[src/uart_settings.svh]
`ifndef UART_SETTINGS_SVH
`define UART_SETTINGS_SVH

// clock cycles per serial bit.
// kept small so a whole frame stays short in simulation.
`define UART_CLKS_PER_BIT 8

// command word width, sent as two bytes.
`define UART_CMD_WIDTH 16

// start, eight data bits, odd parity, stop.
`define UART_FRAME_BITS 11

`endif
[src/uart_pkg.sv]
`default_nettype none

`include "uart_settings.svh"

package uart_pkg;

  // command word, seen whole or as the two bytes that go on the line.
  typedef union packed {
    logic [`UART_CMD_WIDTH-1:0] raw;
    struct packed {
      logic [7:0] hi;
      logic [7:0] lo;
    } bytes;
  } cmd_word_t;

  // data bits in one read result, the error flag sits just above them.
  localparam int unsigned READ_WIDTH = 8;

endpackage

`default_nettype wire

[src/uart_top.sv]
`timescale 1ns/1ps
`default_nettype none

`include "uart_settings.svh"

module uart_top (
  input  wire logic                       clk,
  input  wire logic                       rst_n,
  input  wire logic [`UART_CMD_WIDTH-1:0] cmd_in,
  input  wire logic                       cmd_vld,
  input  wire logic                       rx,
  output logic                            tx,
  output logic                            cmd_rdy,
  output logic                            read_rdy,
  output logic [uart_pkg::READ_WIDTH:0]   read_data
);

  logic       frame_start;
  logic [7:0] frame_byte;
  logic       frame_done;
  logic       tx_timer_run;
  logic       tx_bit_tick;
  logic       rx_timer_run;
  logic       rx_mid_tick;

  uart_ctrl ctrl_i (
    .clk         (clk),
    .rst_n       (rst_n),
    .cmd_in      (cmd_in),
    .cmd_vld     (cmd_vld),
    .frame_done  (frame_done),
    .cmd_rdy     (cmd_rdy),
    .frame_start (frame_start),
    .frame_byte  (frame_byte)
  );

  // transmit side only needs the end of each bit.
  baud_timer tx_timer_i (
    .clk       (clk),
    .rst_n     (rst_n),
    .timer_run (tx_timer_run),
    .bit_tick  (tx_bit_tick),
    .mid_tick  ()
  );

  uart_tx_shift tx_i (
    .clk         (clk),
    .rst_n       (rst_n),
    .frame_start (frame_start),
    .frame_byte  (frame_byte),
    .bit_tick    (tx_bit_tick),
    .timer_run   (tx_timer_run),
    .frame_done  (frame_done),
    .tx          (tx)
  );

  // receive side samples at mid-bit only.
  baud_timer rx_timer_i (
    .clk       (clk),
    .rst_n     (rst_n),
    .timer_run (rx_timer_run),
    .bit_tick  (),
    .mid_tick  (rx_mid_tick)
  );

  uart_rx_shift rx_i (
    .clk       (clk),
    .rst_n     (rst_n),
    .rx        (rx),
    .mid_tick  (rx_mid_tick),
    .timer_run (rx_timer_run),
    .read_rdy  (read_rdy),
    .read_data (read_data)
  );

endmodule

`default_nettype wire

[src/uart_rx_shift.sv]
`timescale 1ns/1ps
`default_nettype none

`include "uart_settings.svh"

module uart_rx_shift (
  input  wire logic                     clk,
  input  wire logic                     rst_n,
  input  wire logic                     rx,
  input  wire logic                     mid_tick,
  output logic                          timer_run,
  output logic                          read_rdy,
  output logic [uart_pkg::READ_WIDTH:0] read_data
);

  localparam int unsigned CNT_W = $clog2(`UART_FRAME_BITS);

  localparam logic [CNT_W-1:0] STOP_IDX = CNT_W'(`UART_FRAME_BITS - 1);

  logic                          rx_meta;
  logic                          rx_sync;
  logic                          rx_prev;
  logic                          fall;
  logic [CNT_W-1:0]              bit_cnt;
  logic                          shift_en;
  logic [uart_pkg::READ_WIDTH:0] shift_q;
  logic                          frame_err;

  always_ff @(posedge clk or negedge rst_n) begin
    if (!rst_n) begin
      rx_meta <= 1'b1;
      rx_sync <= 1'b1;
      rx_prev <= 1'b1;
    end else begin
      rx_meta <= rx;
      rx_sync <= rx_meta;
      rx_prev <= rx_sync;
    end
  end

  assign fall = rx_prev && !rx_sync;

  // data and parity shift in on mid-bit samples, between start and stop.
  assign shift_en = timer_run && mid_tick && (bit_cnt != '0) && (bit_cnt != STOP_IDX);

  // parity over data plus parity bit must be odd; stop must be high.
  assign frame_err = ~(^shift_q) | ~rx_sync;

  always_ff @(posedge clk or negedge rst_n) begin
    if (!rst_n) begin
      timer_run <= 1'b0;
      bit_cnt   <= '0;
      read_rdy  <= 1'b0;
      read_data <= '0;
    end else begin
      read_rdy <= 1'b0;
      if (!timer_run) begin
        bit_cnt <= '0;
        if (fall) begin
          timer_run <= 1'b1;
        end
      end else if (mid_tick) begin
        if (bit_cnt == '0) begin
          if (rx_sync) begin
            // start bit gone by mid-bit, treat as a glitch.
            timer_run <= 1'b0;
          end else begin
            bit_cnt <= bit_cnt + 1'b1;
          end
        end else if (bit_cnt == STOP_IDX) begin
          timer_run <= 1'b0;
          read_rdy  <= 1'b1;
          read_data <= {frame_err, shift_q[uart_pkg::READ_WIDTH-1:0]};
        end else begin
          bit_cnt <= bit_cnt + 1'b1;
        end
      end
    end
  end

  // lsb first, so new bits enter at the top.
  always_ff @(posedge clk) begin
    if (shift_en) begin
      shift_q <= {rx_sync, shift_q[uart_pkg::READ_WIDTH:1]};
    end
  end

endmodule

`default_nettype wire

[src/uart_tx_shift.sv]
`timescale 1ns/1ps
`default_nettype none

`include "uart_settings.svh"

module uart_tx_shift (
  input  wire logic       clk,
  input  wire logic       rst_n,
  input  wire logic       frame_start,
  input  wire logic [7:0] frame_byte,
  input  wire logic       bit_tick,
  output logic            timer_run,
  output logic            frame_done,
  output logic            tx
);

  localparam int unsigned CNT_W = $clog2(`UART_FRAME_BITS);

  localparam logic [CNT_W-1:0] LAST_IDX = CNT_W'(`UART_FRAME_BITS - 1);

  logic [`UART_FRAME_BITS-1:0] shift_q;
  logic [CNT_W-1:0]            bit_cnt;
  logic                        parity;

  // odd parity over the data byte.
  assign parity = ~^frame_byte;

  always_ff @(posedge clk or negedge rst_n) begin
    if (!rst_n) begin
      shift_q   <= '1;
      bit_cnt   <= '0;
      timer_run <= 1'b0;
    end else if (frame_start && !timer_run) begin
      shift_q   <= {1'b1, parity, frame_byte, 1'b0};
      bit_cnt   <= '0;
      timer_run <= 1'b1;
    end else if (timer_run && bit_tick) begin
      // ones fill in behind, so the line idles high.
      shift_q <= {1'b1, shift_q[`UART_FRAME_BITS-1:1]};
      if (bit_cnt == LAST_IDX) begin
        bit_cnt   <= '0;
        timer_run <= 1'b0;
      end else begin
        bit_cnt <= bit_cnt + 1'b1;
      end
    end
  end

  assign tx = shift_q[0];

  // last cycle of the stop bit.
  assign frame_done = timer_run && bit_tick && (bit_cnt == LAST_IDX);

endmodule

`default_nettype wire

[src/baud_timer.sv]
`timescale 1ns/1ps
`default_nettype none

`include "uart_settings.svh"

module baud_timer (
  input  wire logic clk,
  input  wire logic rst_n,
  input  wire logic timer_run,
  output logic      bit_tick,
  output logic      mid_tick
);

  localparam int unsigned CLKS  = `UART_CLKS_PER_BIT;
  localparam int unsigned CNT_W = (CLKS > 1) ? $clog2(CLKS) : 1;

  localparam logic [CNT_W-1:0] LAST_CNT = CNT_W'(CLKS - 1);
  localparam logic [CNT_W-1:0] MID_CNT  = CNT_W'(CLKS / 2);

  logic [CNT_W-1:0] cnt;

  // idle keeps the count at zero so each frame starts in phase.
  always_ff @(posedge clk or negedge rst_n) begin
    if (!rst_n) begin
      cnt <= '0;
    end else if (!timer_run) begin
      cnt <= '0;
    end else if (cnt == LAST_CNT) begin
      cnt <= '0;
    end else begin
      cnt <= cnt + 1'b1;
    end
  end

  assign bit_tick = timer_run && (cnt == LAST_CNT);
  assign mid_tick = timer_run && (cnt == MID_CNT);

endmodule

`default_nettype wire

[src/uart_ctrl.sv]
`timescale 1ns/1ps
`default_nettype none

`include "uart_settings.svh"

module uart_ctrl (
  input  wire logic                       clk,
  input  wire logic                       rst_n,
  input  wire logic [`UART_CMD_WIDTH-1:0] cmd_in,
  input  wire logic                       cmd_vld,
  input  wire logic                       frame_done,
  output logic                            cmd_rdy,
  output logic                            frame_start,
  output logic [7:0]                      frame_byte
);

  localparam logic [2:0] IDLE    = 3'd0;
  localparam logic [2:0] SEND_HI = 3'd1;
  localparam logic [2:0] WAIT_HI = 3'd2;
  localparam logic [2:0] SEND_LO = 3'd3;
  localparam logic [2:0] WAIT_LO = 3'd4;

  logic [2:0]          state;
  logic [2:0]          state_nxt;
  logic                accept;
  uart_pkg::cmd_word_t cmd_q;

  assign cmd_rdy = (state == IDLE);
  assign accept  = cmd_vld && cmd_rdy;

  always_comb begin
    state_nxt = state;
    case (state)
      IDLE: begin
        if (accept) begin
          state_nxt = SEND_HI;
        end
      end
      SEND_HI: state_nxt = WAIT_HI;
      WAIT_HI: begin
        if (frame_done) begin
          state_nxt = SEND_LO;
        end
      end
      SEND_LO: state_nxt = WAIT_LO;
      WAIT_LO: begin
        if (frame_done) begin
          state_nxt = IDLE;
        end
      end
      default: state_nxt = IDLE;
    endcase
  end

  always_ff @(posedge clk or negedge rst_n) begin
    if (!rst_n) begin
      state       <= IDLE;
      frame_start <= 1'b0;
    end else begin
      state       <= state_nxt;
      // one pulse per frame, a cycle after the send state.
      frame_start <= (state == SEND_HI) || (state == SEND_LO);
    end
  end

  always_ff @(posedge clk) begin
    if (accept) begin
      cmd_q.raw <= cmd_in;
    end
  end

  // high byte goes out first.
  assign frame_byte = ((state == SEND_LO) || (state == WAIT_LO)) ?
                      cmd_q.bytes.lo : cmd_q.bytes.hi;

endmodule

`default_nettype wire

[config.mk]
export PLATFORM = sky130hd
export DESIGN_NAME = uart_top
export DESIGN_NICKNAME = d
export VERILOG_FILES = /design/src/uart_pkg.sv /design/src/uart_top.sv /design/src/uart_rx_shift.sv /design/src/uart_tx_shift.sv /design/src/baud_timer.sv /design/src/uart_ctrl.sv
export VERILOG_INCLUDE_DIRS = /design/src /design/src/src
export SDC_FILE = /design/constraint.sdc
export NUM_CORES = 1
export LEC_CHECK = 0
export BUFFER_PORTS_ARGS = -buffer_cell sky130_fd_sc_hd__buf_2
export CAP_MARGIN = 5
export CORE_AREA = 2 2 83 85
export DETAILED_ROUTE_END_ITERATION = 8
export DIE_AREA = 0 0 85 87
export PLACE_DENSITY = 0.71
export SYNTH_ARGS = -nofsm -noshare
export SYNTH_HDL_FRONTEND = slang
export SYNTH_SLANG_ARGS = --single-unit
[constraint.sdc]
create_clock -name clk -period 1.5 [get_ports clk]
set_input_delay 0.3 -clock clk [delete_from_list [all_inputs] [get_ports clk]]
set_output_delay 0.3 -clock clk [all_outputs]
set_load 0.01 [all_outputs]
==> out/metrics.csv <==
stage;metric;value;unit
status;outcome;finished, violations left;
logic_synthesis;synth warn;0;
sta;RSZ-0062 raised after global routing;yes;
detailed_routing;DRC Markers;0;
worst_setup_path;worst path required time;1730;ps
job;max cap viols;0;
global_routing;number of antenna violations at the first check in global routing;0;
sta;Slew headroom;76.8;%
clock_tree;# H-tree levels;3;
worst_setup_path;worst path buffer plus inverter count;2;
logic_synthesis;XOR/XNOR share of the synthesized area;6.69;%
logic_synthesis;mux cell area share after synthesis;7.41;%
hold_path;Hold Crit Class;input port to register;
logic_synthesis;sequential-to-total area share from yosys stat;58.7;%
logic_synthesis;post-synthesis adder-cell area fraction;3.98;%
sta;final hold vios;0;
final_layout;most frequent cells in the layout;buf_4, buf_2, dfrtp_1;
logic_synthesis;area leader, netlist;dfrtp_1;
sta;final worst slack;-87.7;ps
clock_tree;CTS clk-pin slew, worst paths;80;ps
final_layout;layout cells sized above 1;49.0;%
sta;final setup vio count;16;
pwr;Total Power;0.00765;W
status;failing checks;setup timing;
place;Placer Congestion;0.788;
detailed_routing;routed via count;2157;
logic_synthesis;Yosys top cell area share;23.9;%
logic_synthesis;ranking of synthesized cells by area;dfrtp_1, edfxtp_1, dfstp_2;
pwr;pwr/cell area;1780;mW/mm^2
place;Post-Place Cells;387;
logic_synthesis;Netlist Area Pre-Place;0.00314;mm^2
place;worst slack at placement;-208;ps
floorplan;Starting Density;47.8;%
clock_tree;Root Buffer;clkbuf_8;
worst_setup_path;Crit path depth;6;
clock_tree;# clock sinks;68;
sta;Worst Tran Pin Value;347;ps
pwr;Max IR drop VDD;1.01;mV
logic_synthesis;Compound-Gate Fraction of Synth Area;9.28;%
floorplan;die area;0.00740;mm^2
detailed_routing;WL final;5960;um
detailed_routing;DRT iter0 DRCs;96;
worst_setup_path;R2R depth;6;
final_layout;ANT cells;0;
logic_synthesis;Syn Inst Count;246;
clock_tree;Longest Clk Path Bufs;2;
logic_synthesis;Top FF cell, synth;dfrtp_1;
global_routing;pin count of the biggest net entering global routing;44;
global_routing;GR Util All Layers;16.7;%
final_layout;fin cells;427;
logic_synthesis;Post-Synth Simple-Gate Area;10.5;%
pwr;P_leak;1.89;nW
sta;minimum clock period;1590;ps
logic_synthesis;Mapped Nets;276;
final_layout;area added between synthesis and finish;36.8;%
sta;Slew Limit Fails;0;
floorplan;area of the core;0.00657;mm^2
floorplan;I/O pin total;32;
final_layout;most common cell after layout, fill and taps aside;buf_4;
final_layout;Final Core Density;65.4;%
worst_setup_path;CP max FO;6;
sta;crit share post-route;106;%
place;Detail Placement HPWL;3570;um
sta;final setup TNS;-867;ps
floorplan;die width;85;um
hold_path;Hold Crit Depth;1;
global_routing;vias in the first global route;2071;
clock_tree;CTS tree;done;
detailed_routing;Post-DRT Antenna Nets;0;
clock_tree;Num CTS Buffers;9;
sta;Final Skew;13.0;ps
worst_setup_path;Worst Setup End Kind;register;
logic_synthesis;Syn Area/Cell;12.8;um^2
sta;FMAX;630;MHz
worst_setup_path;CP max stage cell;dfrtp_1;
worst_setup_path;CP top delay family;flip-flops;
detailed_routing;Pre-antenna DRT Iters;4;
logic_synthesis;largest family of logic cells by synthesized area;simple AND/OR/NAND/NOR gates;
logic_synthesis;flops & latches, synth;68;
logic_synthesis;post-synth cell types;43;
floorplan;chip height;87;um
final_layout;Nets;372;
place;IO Port Bufs;31;
detailed_routing;Avg WL per Cell;14.0;um
global_routing;Overflow after GRT;0;
global_routing;global-route wire length before repair;9600;um
worst_setup_path;CP peak stage delay;410;ps
worst_setup_path;critical path type;register to register;
worst_setup_path;Startpoint Class;register;
logic_synthesis;Synth async-reset ratio;63.2;%
floorplan;row count;30;
worst_setup_path;arrival time worst endpoint;1810;ps
detailed_routing;vias per cell;5.05;
worst_setup_path;critical-path cell list;inv_2 -> ha_4 -> nand2_4 -> nor3_4 -> buf_6 -> mux2_4;
logic_synthesis;Post-synth EDFFs;25;
clock_tree;Worst-Skew Late Latency;340;ps
[registers in the layout, indices dropped and copies added, names as in the netlist, 3 cells and up]
signal          cells
ctrl_i.cmd_q       16
ctrl_i.state        3
rx_i.bit_cnt        4
rx_i.read_data      9
rx_i.shift_q        9
rx_timer_i.cnt      3
tx_i.bit_cnt        4
tx_i.shift_q       10
tx_timer_i.cnt      3
[path summary, 6_finish.rpt]
kind	to	slack [ps]	start
setup / recovery	rx_i.read_data[6]	-90	rx_i.bit_cnt[0]
min in group asynchronous	rx_i.read_data[0]	450	rst_n
setup reg to reg	rx_i.read_data[6]	-90	rx_i.bit_cnt[0]
hold reg to reg	rx_i.rx_sync	360	rx_i.rx_meta
max in group asynchronous	tx_i.shift_q[2]	770	rst_n
hold / removal	rx_i.rx_meta	50	rx
[cells by family after synthesis]
family	after synthesis
flops	68
simple gates	62
compound gates	44
mux	22
xor+xnor	20
buf+inv	20
fa+ha+maj	10
[cell type report]
| cell class | instances | area, um^2 |
|---|---|---|
| Fill cell | 473 | 2270 |
| Sequential cell | 68 | 1850 |
| Multi-Input combinational cell | 158 | 1400 |
| Timing Repair Buffer | 95 | 709 |
| Clock buffer | 9 | 124 |
| Tap cell | 80 | 100 |
| Clock inverter | 7 | 81.3 |
| Inverter | 10 | 37.5 |
[per-stage QoR]
step / cell area, um^2 / hold slack [ps]
3_5_place_dp: 3650 / 296
6_report: 4300 / 49.7
4_1_cts: 4140 / 35.5
3_3_place_gp: 3650 / 290
5_1_grt: 4300 / 33.5
2_1_floorplan: 3160 / 4.41
[Yosys cell counts (4+ instances only)]
cell type / n
dfrtp_1: 30
ha_1: 10
xnor2_1: 12
inv_1: 10
edfxtp_1: 25
nand2_1: 11
xor2_1: 5
buf_6: 4
o21ai_1: 7
a21oi_1: 13
mux2_1: 7
nor2_1: 14
and2_1: 5
nor3_1: 6
mux2i_1: 12
nor2b_1: 9
o21ai_0: 6
dfstp_2: 13
o22ai_1: 4
[where the power goes]
group / internal, W / switching [W] / total [W]
Combinational: 0.00183 / 0.00135 / 0.00319
Sequential: 0.00253 / 0.000388 / 0.00292
Clock: 0.000790 / 0.000753 / 0.00154
Total: 0.00516 / 0.00250 / 0.00765
[metal layers]
metal	share of wire (%)	vias up	global-route usage, %
met1	46	1037	22.9
li1	-	1064	-
met3	3.2	12	3.79
met5	0	-	0
met4	2.1	0	7.50
met2	49	44	25.6
[worst reg2reg max path: stages (launching register included)]
cell and delay, ps:
dfrtp_1 410, inv_2 120, ha_4 160, nand2_4 60, nor3_4 230, buf_6 180
mux2_4 310
[what timing repair did]
item / in CTS / in global routing
setup buffers: 14 / 8
cloned: 1 / 0
endpoints found under the hold margin: 30 / 0
resized for setup: 39 / 21
hold buffers: 1 / 0
pin swaps: 19 / 16
endpoints found under the setup margin: 33 / 27
Note: power is estimated with default switching activity, not from simulation.
